## config.mk

```make
export PLATFORM = sky130hd
export DESIGN_NAME = cache_fill_ctrl
export DESIGN_NICKNAME = d
export VERILOG_FILES = /design/src/common/cache_pkg.sv /design/src/source/cache_fill_ctrl.sv
export SDC_FILE = /design/constraint.sdc
export NUM_CORES = 1
export LEC_CHECK = 0
export ABC_AREA = 1
export BUFFER_PORTS_ARGS = -buffer_cell sky130_fd_sc_hd__buf_2
export CORE_MARGIN = 2
export CORE_UTILIZATION = 39
export DETAILED_ROUTE_END_ITERATION = 7
export HOLD_SLACK_MARGIN = 0.06
export PLACE_DENSITY = 0.9
export SLEW_MARGIN = 40
export SYNTH_ARGS = -nofsm -noshare
export SYNTH_HDL_FRONTEND = slang
export SYNTH_SLANG_ARGS = --single-unit
```

## constraint.sdc

```tcl
create_clock -name clk -period 2.65 [get_ports clk]
set_clock_uncertainty 0.2 [all_clocks]
set_input_delay 0.53 -clock clk [delete_from_list [all_inputs] [get_ports clk]]
set_output_delay 0.53 -clock clk [all_outputs]
set_load 0.05 [all_outputs]
```

## src/common/cache_pkg.sv

```systemverilog
// **************************************
// geometry is fixed, 2 ways x 64 sets x 8 words
// addresses are byte addresses, bit 0 ignored
// **************************************
package cache_pkg;

  localparam int NUM_SETS        = 64;
  localparam int WORDS_PER_BLOCK = 8;
  localparam int NUM_WAYS        = 2;  // ways are explicit instances

  typedef logic [15:0] addr_t;      // byte address
  typedef logic [15:0] word_t;      // data word
  typedef logic [5:0]  tag_t;       // addr[15:10]
  typedef logic [5:0]  set_idx_t;   // addr[9:4]
  typedef logic [2:0]  word_idx_t;  // addr[3:1]

  // valid in bit 6, tag below it
  typedef struct packed {
    logic valid;
    tag_t tag;
  } meta_entry_t;

  typedef struct packed {
    logic  en;     // access valid
    logic  wr;     // store, 0 for fetches
    addr_t addr;
    word_t wdata;
  } cache_req_t;

  typedef struct packed {
    logic      load_data;  // write one word
    logic      load_tag;   // install tag, flip lru
    word_idx_t word_idx;
    word_t     data;
  } fill_t;

endpackage

```

## src/source/cache_fill_ctrl.sv

```systemverilog
// **************************************
// one block fill at a time, d-cache first
// memory returns 8 words in order, any gaps
// mem_rd waits out a store cycle
// **************************************
`timescale 1ns/1ps

module cache_fill_ctrl (
  input  logic              clk,
  input  logic              rst_n,
  input  logic              i_miss,
  input  logic              d_miss,
  input  cache_pkg::addr_t  i_addr,
  input  cache_pkg::addr_t  d_addr,
  input  logic              store_busy,   // mem_wr owns mem_addr this cycle
  output logic              mem_rd,
  output cache_pkg::addr_t  mem_rd_addr,
  input  logic              mem_rvalid,
  input  cache_pkg::word_t  mem_rdata,
  output cache_pkg::fill_t  i_fill,
  output cache_pkg::fill_t  d_fill
);
  import cache_pkg::*;

  typedef enum logic [1:0] {IDLE, REQ, BURST} state_t;

  state_t    state_q;
  logic      target_q;   // 1 -> d-cache
  addr_t     base_q;     // block base address
  word_idx_t cnt_q;      // next word of the burst
  logic      last_word;
  fill_t     fill_w;

  assign last_word = (cnt_q == word_idx_t'(WORDS_PER_BLOCK-1));

  assign mem_rd      = (state_q == REQ) & ~store_busy;
  assign mem_rd_addr = base_q;

  // word goes to the cache in the cycle it arrives
  assign fill_w.load_data = (state_q == BURST) & mem_rvalid;
  assign fill_w.load_tag  = (state_q == BURST) & mem_rvalid & last_word;
  assign fill_w.word_idx  = cnt_q;
  assign fill_w.data      = mem_rdata;

  assign i_fill = target_q ? '0 : fill_w;
  assign d_fill = target_q ? fill_w : '0;

  always_ff @(posedge clk or negedge rst_n) begin
    if (!rst_n) begin
      state_q  <= IDLE;
      target_q <= 1'b0;
      cnt_q    <= '0;
    end else begin
      case (state_q)
        IDLE: begin
          cnt_q <= '0;
          if (d_miss || i_miss) begin
            target_q <= d_miss;  // data side wins a tie
            state_q  <= REQ;
          end
        end
        REQ: begin
          if (mem_rd) state_q <= BURST;
        end
        BURST: begin
          if (mem_rvalid) begin
            cnt_q <= cnt_q + word_idx_t'(1);
            if (last_word) state_q <= IDLE;  // tag lands at this edge
          end
        end
        default: state_q <= IDLE;
      endcase
    end
  end

  // base address captured on acceptance
  always_ff @(posedge clk) begin
    if (state_q == IDLE) begin
      base_q <= d_miss ? {d_addr[15:4], 4'b0} : {i_addr[15:4], 4'b0};
    end
  end

endmodule

```

==> metrics.md, run 1 <==
| Metric | Value |
|---|---|
| Final Max Slew Viols | 0 |
| Internal | 781.8 uW |
| Final Hold Vio Count | 0 |
| Leading cell type in the layout, fill and taps excluded | buf_2 |
| Final min period | 2.497 ns |
| Total gr overflow | 0 |
| Core Area | 2978 um2 |
| Yosys Warn Count | 0 |
| Least-Margin Pin Slew | 0.6309 ns |
| Commonest non-fill, non-tap cells in the layout | 100 x buf_2, 52 x inv_1, 42 x nand2_1, 22 x nor2_1, 12 x edfxtp_1 |
| Synth area leaders | edfxtp_1 30%, inv_1 16%, nand2_1 13%, dfrtp_1 13%, nor2_1 6.9% |
| Vias in the first global route | 1016 |
| CTS buffer count | 3 |
| Critical path class | register to primary output |
| Via density | 4.215 |
| Die ar. | 3522 um2 |
| Largest net degree at the start of global routing | 26 |
| Element type at the critical path start | register |
| Sequential power share | 24.9% |
| Initial antenna violation count | 0 |
| Layout cells sized above 1 | 40.15% |
| Worst vdd ir | 0.4371 mV |
| Post-synth top area cell | edfxtp_1 |
| Clock transition at path regs | 0.10 ns |
| First-pass GRT wire length | 4.112 mm |
| Setup tns final | 0 ns |
| Initial DRC Count | 36 |
| Detailed Place HPWL | 2.348 mm |
| Share of the synthesized area in the top cell type | 30.16% |
| Post-CTS Resized | 0 |
| CP max FO | 23 |
| Initial Util | 40.13% |
| Final period util | 94.23% |
| Post-synthesis cell count | 176 |
| Fmax | 400.4 MHz |
| Clock Power Share | 7.9% |
| Diode count | 0 |
| Clk_lat worst skew | 0.28 ns |
| DRC Markers | 0 |
| Crit-path slowest cell | dfrtp_1 |
| Maximum clock path buffer count | 2 |
| Worst path cell trace | buf_4, nand2_1, inv_1, buf_2 |
| Detailed Route WL | 2.799 mm |
| Crit. End Element | primary output |
| Critical path's largest stage delay | 0.75 ns |
| WL met1 | 1.064 mm |
| Highest metal used | met4 |
| #FFs+latches synth | 18 |
| CTS tree | built |
| TritonRoute pass-1 iters | 4 |
| Slew headroom | 57.90% |
| Post-DRT Antenna Nets | 0 |
| Io pins | 113 |
| Mapped Area | 1195 um2 |
| Syn avg cell area | 6.789 um2 |
| CTS root buffer | clkbuf_4 |
| Worst Path Buf+Inv | 3 |
| P_sw | 1290 uW |
| CTS sink cnt | 18 |
| # rows | 20 |
| Area grow syn2layout | 44.50% |
| Distinct cells, synth | 16 |
| GRT Util Overall | 15.33% |
| R2R Setup Slk | 1.08 ns |
| Avg WL per Cell | 9.117 um |
| DR vias | 1294 |
| Die width | 59.35 um |
| Met3 Wirelength | 258 um |
| Maxcap violations | 0 |
| Critical Path RT | 1.92 ns |
| RSZ-0062 raised after global routing | no |
| Hold WC Path Type | primary input to register |
| Total power | 2072 uW |
| Final setup fails | 0 |
| Switching fraction of total power | 62.27% |
| Outcome | finished clean |
| PortBufs | 100 |
| RePlAce Congestion | 0.7404 |
| CTS H-Tree Depth | 1 |
| Nets | 331 |
| Critical path's top delay family | flip-flops |
| Cell Pwr Density | 1200 nW/um2 |
| Met2 wire length | 1.449 mm |
| Register area share after synthesis | 42.72% |
| LEAKAGE | 0.001194 uW |
| Die height | 59.35 um |
| Data arrival time of the critical path | 1.77 ns |
| Logic pwr share | 67.2% |
cell families after synthesis:
logic type | synth area share [%]
AND/OR/NAND/NOR | 26.18
AO/OA/AOI/OAI | 5.445
other | 0.3138
flip-flops | 42.72
buffers and inverters | 23.25
adder cells (fa/ha/maj) | 2.094
Yosys cell counts (all sizes together):
master  instances
buf            11
conb            1
dfrtp           6
edfxtp         12
ha              2
inv            54
nand2          42
nand3           9
nor2           24
nor3            2
o21ai          13
final timing paths:
| check | startpoint | to | depth (start not counted) |
|---|---|---|---|
| min in group asynchronous | rst_n | cnt_q[0] | 2 |
| max in group asynchronous | rst_n | state_q[0] | 2 |
| worst max-delay path | target_q | d_fill[2] | 4 |
| worst min-delay path | store_busy | state_q[1] | 2 |
| worst min register to register | cnt_q[1] | cnt_q[1] | 2 |
| worst max register to register | state_q[0] | target_q | 4 |
state kept, by name (all words and copies together), names as in the netlist:
register,count
mem_rd_addr,12
state_q,2
target_q,1
cnt_q,3
final cells by class:
type                            instances  area, um2
Inverter                               54      202.7
Timing Repair Buffer                  102      518.0
Clock buffer                            4      36.28
Fill cell                             283       1251
Multi-Input combinational cell         96      417.9
Sequential cell                        18      510.5
Tap cell                               33      41.29
metrics by stage:
stage          utilization, %  hold slack (ns)  cell area (um2)  setup WS [ns]  instances
2_1_floorplan               -          0.03441             1206         0.1235        179
3_3_place_gp            56.43           0.1583             1680         0.5194        302
3_5_place_dp            56.43           0.1596             1680         0.4742        302
4_1_cts                 57.98           0.2366             1727         0.1470        307
5_1_grt                 57.98           0.2319             1727       0.009090        307
6_report                57.98           0.2473             1727         0.1528        307
per-layer routing:
| metal | track usage (%) | vias up |
|---|---|---|
| met4 | 5.844 | 0 |
| met1 | 15.86 | 540 |
| met5 | 0 | - |
| met3 | 3.712 | 2 |
| li1 | - | 696 |
| met2 | 29.20 | 56 |
worst reg2reg max path, stage by stage (launching register included):
cell and delay [ns]:
dfrtp_1 0.46, nor2_2 0.54, nand2_1 0.14, nand2_1 0.09, nand2_1 0.05
power by group through the flow:
stage | clock network [uW] | logic, uW | registers [uW]
floorplan | 0 | 937 | 710
global placement | 0 | 1380 | 515
detailed placement | 0 | 1400 | 526
CTS | 170 | 1400 | 519
global route | 185 | 1480 | 534
finish | 163 | 1390 | 517
timing repair:
action	CTS	global route
hold endpoints to repair	6	0
setup endpoints to repair	0	0
hold buffers	1	0
buffers inserted	0	0
(Power assumes the default switching activity.)
==> run 2, diff against run 1 <==
Settings changed: CELL_PAD_IN_SITES_DETAIL_PLACEMENT set to 1, CELL_PAD_IN_SITES_GLOBAL_PLACEMENT set to 2, CORE_UTILIZATION 39 to 18, PLACE_DENSITY 0.9 to 0.91.
==> metrics.md, run 2 (synthesized netlist as in run 1, its figures left out) <==
| Metric | Value |
|---|---|
| LEAKAGE | 0.001201 uW (+0.58%) |
| CTS buffer count | 3 (unchanged) |
| Worst vdd ir | 0.4436 mV (+1.5%) |
| TritonRoute pass-1 iters | 2 (-2) |
| R2R Setup Slk | 0.98 ns (-0.10 ns) |
| DRC Markers | 0 (unchanged) |
| Setup tns final | 0 ns (unchanged) |
| # rows | 29 (+45%) |
| Core Area | 6386 um2 (+110%) |
| CP max FO | 4 (-83%) |
| Commonest non-fill, non-tap cells in the layout | 100 x buf_2, 52 x inv_1, 42 x nand2_1, 22 x nor2_1, 12 x edfxtp_1 |
| Via density | 3.852 (-8.6%) |
| Critical path class | register to primary output |
| CTS tree | built |
| Most used cell, CP | ha_1 |
| Switching fraction of total power | 62.07% (-0.20 points) |
| DR vias | 1356 (+4.8%) |
| Final period util | 85.59% (-8.6 points) |
| Critical path's largest stage delay | 0.39 ns (-0.36 ns) |
| CTS H-Tree Depth | 1 (unchanged) |
| # Post-CTS Setup Buffers | 0 (unchanged) |
| P_sw | 1330 uW (+3.0%) |
| Least-Margin Pin Slew | 0.7111 ns (+0.08025 ns) |
| Detailed Place HPWL | 2.975 mm (+27%) |
| Crit. End Element | primary output |
| Data arrival time of the critical path | 1.54 ns (-0.23 ns) |
| Die height | 85.48 um (+44%) |
| Initial Util | 18.71% (-21 points) |
| Met2 usage | 16.97% (-12 points) |
| Die width | 85.48 um (+44%) |
| Initial antenna violation count | 0 (unchanged) |
| Flip-flop count of the largest register after layout | 12 (unchanged) |
| Internal | 812.6 uW (+3.9%) |
| GRT Util Overall | 9.986% (-5.3 points) |
| M3 GR Usage | 4.183% (+0.47 points) |
| Crit-path slowest cell | dfrtp_1 |
| CTS root buffer | clkbuf_8 |
| Maxcap violations | 0 (unchanged) |
| Die ar. | 7306 um2 (+110%) |
| PortBufs | 100 (unchanged) |
| Slew headroom | 52.54% (-5.4 points) |
| Final min period | 2.268 ns (-0.2289 ns) |
| Io pins | 113 (unchanged) |
| Diode count | 0 (unchanged) |
| Sequential cell area | 510.5 um2 (unchanged) |
| First-pass GRT wire length | 5.961 mm (+45%) |
| Vias in the first global route | 1375 (+35%) |
| Logic pwr share | 67.9% (+0.7 points) |
| Layout cells sized above 1 | 40.00% (-0.15 points) |
| Element type at the critical path start | register |
| Fmax | 440.9 MHz (+10%) |
| Clock Power Share | 9.2% (+1.3 points) |
| Maximum clock path buffer count | 2 (unchanged) |
| CTS sink cnt | 18 (unchanged) |
| Final hold slack | 0.2855 ns (+0.03821 ns) |
| Final Hold Vio Count | 0 (unchanged) |
| Outcome | finished clean |
| Filler instances | 824 (+190%) |
| Sequential power share | 22.9% (-2.0 points) |
| Final Max Slew Viols | 0 (unchanged) |
| Area grow syn2layout | 50.47% |
| Leading cell type in the layout, fill and taps excluded | buf_2 |
| Critical Path RT | 1.92 ns (about the same) |
| Final non-filler cell area | 1798 um2 (+4.1%) |
| Post-Layout Cell Count | 352 (+15%) |
| Total power | 2142 uW (+3.4%) |
| Post-DRT Antenna Nets | 0 (unchanged) |
| Hold WC Path Type | primary input to register |
| Worst path cell trace | ha_1, ha_1, inv_1, nor3_1, buf_2 |
| RePlAce Congestion | 0.6193 (-16%) |
| Multi-input gate area | 417.9 um2 (unchanged) |
| Cell Pwr Density | 1192 nW/um2 (-0.72%) |
| RSZ-0062 raised after global routing | no |
| Final setup fails | 0 (unchanged) |
| Nets | 332 (+0.30%) |
| Avg WL per Cell | 9.915 um (+8.7%) |
| Initial DRC Count | 8 (-78%) |
| Total gr overflow | 0 (unchanged) |
| Clock transition at path regs | 0.07 ns (-0.03 ns) |
| # placed instances | 347 (+15%) |
| Largest net degree at the start of global routing | 26 (unchanged) |
| Detailed Route WL | 3.490 mm (+25%) |
| DP Area | 1743 um2 (+3.7%) |
| GRT met1 Usage | 10.98% (-4.9 points) |
| Clk_lat worst skew | 0.25 ns (-0.03 ns) |
| Grt peak-use layer | met2 |
==> run 2: area by class of cell <==
| class | instances | share of cell area (%) |
|---|---|---|
| tap | 77 | 5.358 |
| timing repair buffer | 103 | 29.23 |
| clock buffer | 3 | 2.296 |
| inverter | 54 | 11.27 |
| clock inverter | 1 | 0.2088 |
| sequential | 18 | 28.39 |
| multi-input combinational | 96 | 23.24 |
==> run 2: layer usage <==
metal | vias to the layer above | routed length [um]
met3 | 7 | 467
met2 | 68 | 1650
met4 | 0 | 80
li1 | 697 | -
met5 | - | 0
met1 | 584 | 1292
==> run 2: per-stage QoR <==
step                      utilization [%]  setup WS [ns]
after CTS                           28.15         0.3465
after global placement              27.29         0.6375
after detailed placement            27.29         0.6063
final                               28.15         0.3817
after floorplan                         -         0.1235
after global routing                28.15         0.2100
==> run 2: timing repair <==
action | in CTS | in global routing
hold buffers | 1 | 0
endpoints found under the hold margin | 6 | 0
resized for setup | 0 | 0
==> run 2: worst paths after layout <==
check | from | endpoint | depth (start not counted)
max in group asynchronous | rst_n | cnt_q[2] | 2
min | store_busy | state_q[1] | 2
min in group asynchronous | rst_n | cnt_q[0] | 2
min reg2reg | cnt_q[0] | cnt_q[0] | 2
max reg2reg | state_q[0] | target_q | 4
max | cnt_q[0] | i_fill[19] | 5
==> run 2: power by group through the flow <==
stage	logic [uW]	registers, uW	clock network (uW)
after floorplan	937	710	0
after global placement	1460	494	0
after detailed placement	1470	499	0
after CTS	1480	493	211
after global routing	1560	508	217
final	1460	490	197
==> run 2: critical path, delay by kind of cell, from the launching register on <==
kind,cells,cell delay [ns]
fa+ha+maj,2,0.34
buf+inv,2,0.36
flops,1,0.39
simple gates,1,0.19
==> run 3, diff against run 2 <==
Settings changed: RECOVER_POWER set to 50.
==> metrics.md, run 3 (synthesized netlist as in run 1, its figures left out) <==
| Metric | Value |
|---|---|
| Final hold slack | 0.3058 ns (+0.02030 ns) |
| Path depth of the worst reg2reg path | 4 (unchanged) |
| Outcome | finished clean |
| Logic pwr share | 67.5% (-0.4 points) |
| Nets | 332 (unchanged) |
| PortBufs | 100 (unchanged) |
| Flip-flop count of the largest register after layout | 12 (unchanged) |
| Clock transition at path regs | 0.07 ns (about the same) |
| Die width | 85.48 um (unchanged) |
| Initial antenna violation count | 0 (unchanged) |
| RePlAce Congestion | 0.6193 (unchanged) |
| GRT Util Overall | 9.986% (unchanged) |
| Final Hold Vio Count | 0 (unchanged) |
| WHS Endpoint | state_q[1] |
| DP Area | 1743 um2 (unchanged) |
| Final min period | 2.269 ns (+0.0009550 ns) |
| Post-placement setup slack | 0.6063 ns (unchanged) |
| Hold path startpoint | store_busy |
| Initial DRC Count | 8 (unchanged) |
| CTS buffer count | 3 (unchanged) |
| Initial Util | 18.71% (unchanged) |
| Hold WC Path Type | primary input to register |
| Detailed Place HPWL | 2.975 mm (unchanged) |
| Sequential cell area | 510.5 um2 (unchanged) |
| CP max FO | 4 (unchanged) |
| TritonRoute pass-1 iters | 4 (+2) |
| Least-Margin Pin Slew | 1.156 ns (+0.4446 ns) |
| Commonest non-fill, non-tap cells in the layout | 86 x buf_2, 53 x inv_1, 42 x nand2_1, 23 x nor2_1, 14 x clkbuf_1 |
| Final period util | 85.63% (about the same) |
| Crit-path slowest cell | dfrtp_1 |
| Core Area | 6386 um2 (unchanged) |
| Data arrival time of the critical path | 1.54 ns (about the same) |
| Hold path depth | 2 (unchanged) |
| CTS H-Tree Depth | 1 (unchanged) |
| Fin worst setup slack | 0.3808 ns (-0.0009550 ns) |
| Critical path's largest stage delay | 0.39 ns (about the same) |
| Worst r2r dst | target_q |
| Element type at the critical path start | register |
| Diode count | 0 (unchanged) |
| Post-CTS Resized | 0 (unchanged) |
| RSZ-0062 raised after global routing | no |
| Maxcap violations | 0 (unchanged) |
| Final non-filler cell area | 1773 um2 (-1.4%) |
| Via density | 3.864 (+0.29%) |
| P_sw | 1327 uW (-0.22%) |
| Critical Path RT | 1.92 ns (about the same) |
| DRC Markers | 0 (unchanged) |
| Final Max Slew Viols | 0 (unchanged) |
| Total gr overflow | 0 (unchanged) |
| CTS tree | built |
| Die ar. | 7306 um2 (unchanged) |
| Detailed Route WL | 3.503 mm (+0.37%) |
| Sequential power share | 23.1% (+0.2 points) |
| CTS root buffer | clkbuf_8 |
| # Post-CTS Setup Buffers | 0 (unchanged) |
| R2R Setup Slk | 0.66 ns (-0.32 ns) |
| Worst vdd ir | 0.4432 mV (about the same) |
| Cell Pwr Density | 1195 nW/um2 (+0.28%) |
| Multi-input gate area | 410.4 um2 (-1.8%) |
| Vias in the first global route | 1375 (unchanged) |
| Die height | 85.48 um (unchanged) |
| DR vias | 1360 (+0.29%) |
| Io pins | 113 (unchanged) |
| Clock Power Share | 9.4% (+0.2 points) |
| Filler instances | 832 (+0.97%) |
| Worst path cell trace | ha_1, ha_1, inv_1, nor3_1, buf_2 |
| R2R Path Start | state_q[0] |
| Post-DRT Antenna Nets | 0 (unchanged) |
| Area grow syn2layout | 48.38% |
| Switching fraction of total power | 62.63% (+0.56 points) |
| Setup tns final | 0 ns (unchanged) |
| Slew headroom | 22.67% (-30 points) |
| First-pass GRT wire length | 5.961 mm (unchanged) |
| Maximum clock path buffer count | 2 (unchanged) |
| LEAKAGE | 0.001162 uW (-3.3%) |
| # rows | 29 (unchanged) |
| Fmax | 440.7 MHz (about the same) |
| Clk_lat worst skew | 0.25 ns (about the same) |
| Internal | 791.6 uW (-2.6%) |
| Largest net degree at the start of global routing | 26 (unchanged) |
| Critical path class | register to primary output |
| Leading cell type in the layout, fill and taps excluded | buf_2 |
| Layout cells sized above 1 | 33.82% (-6.2 points) |
| Final setup fails | 0 (unchanged) |
| Avg WL per Cell | 9.952 um (+0.37%) |
| Most used cell, CP | ha_1 |
| CTS sink cnt | 18 (unchanged) |
| Crit. End Element | primary output |
## run 3: final cells by class
| cell class | count | area share [%] |
|---|---|---|
| Clock buffer | 3 | 2.329 |
| Clock inverter | 1 | 0.2117 |
| Inverter | 54 | 11.43 |
| Multi-Input combinational cell | 96 | 23.15 |
| Sequential cell | 18 | 28.79 |
| Tap cell | 77 | 5.434 |
| Timing Repair Buffer | 103 | 28.65 |
## run 3: worst max-delay path by stage
stage,from,endpoint,slack (ns)
2_1_floorplan,cnt_q[0],d_fill[19],0.12
3_3_place_gp,mem_rvalid,d_fill[19],0.64
3_5_place_dp,mem_rvalid,i_fill[19],0.61
4_1_cts,target_q,d_fill[19],0.35
5_1_grt,cnt_q[1],i_fill[19],0.21
6_report,cnt_q[0],i_fill[19],0.38
## run 3: worst max-delay path: cells and delay by family (launching register included)
| family | cells | cell delay, ns |
|---|---|---|
| adder cells (fa/ha/maj) | 2 | 0.34 |
| buffers and inverters | 2 | 0.36 |
| flip-flops | 1 | 0.39 |
| AND/OR/NAND/NOR | 1 | 0.19 |
## run 3: power by group through the flow
stage          Combinational [uW]  Sequential [uW]  Clock, uW
2_1_floorplan                 937              710          0
3_3_place_gp                 1460              494          0
3_5_place_dp                 1470              499          0
4_1_cts                      1480              493        211
5_1_grt                      1530              506        217
6_report                     1430              489        200
## run 3: layer usage
layer / track usage (%) / up-vias / share of wire (%)
met5: 0 / - / 0
li1: - / 696 / -
met4: 4.040 / 0 / 2.3
met2: 16.97 / 68 / 47
met1: 10.98 / 589 / 37
met3: 4.183 / 7 / 13
## run 3: stage by stage
| step | utilization, % | instances | total power (uW) |
|---|---|---|---|
| after floorplan | - | 179 | 1647 |
| after global placement | 27.29 | 347 | 1951 |
| after detailed placement | 27.29 | 347 | 1974 |
| after CTS | 28.15 | 352 | 2182 |
| after global routing | 27.76 | 352 | 2257 |
| final | 27.76 | 352 | 2118 |
## run 3: what timing repair did
item                                    4_1_cts  5_1_grt
hold endpoints to repair                      6        0
endpoints found under the setup margin        0        0
hold buffers                                  1        0
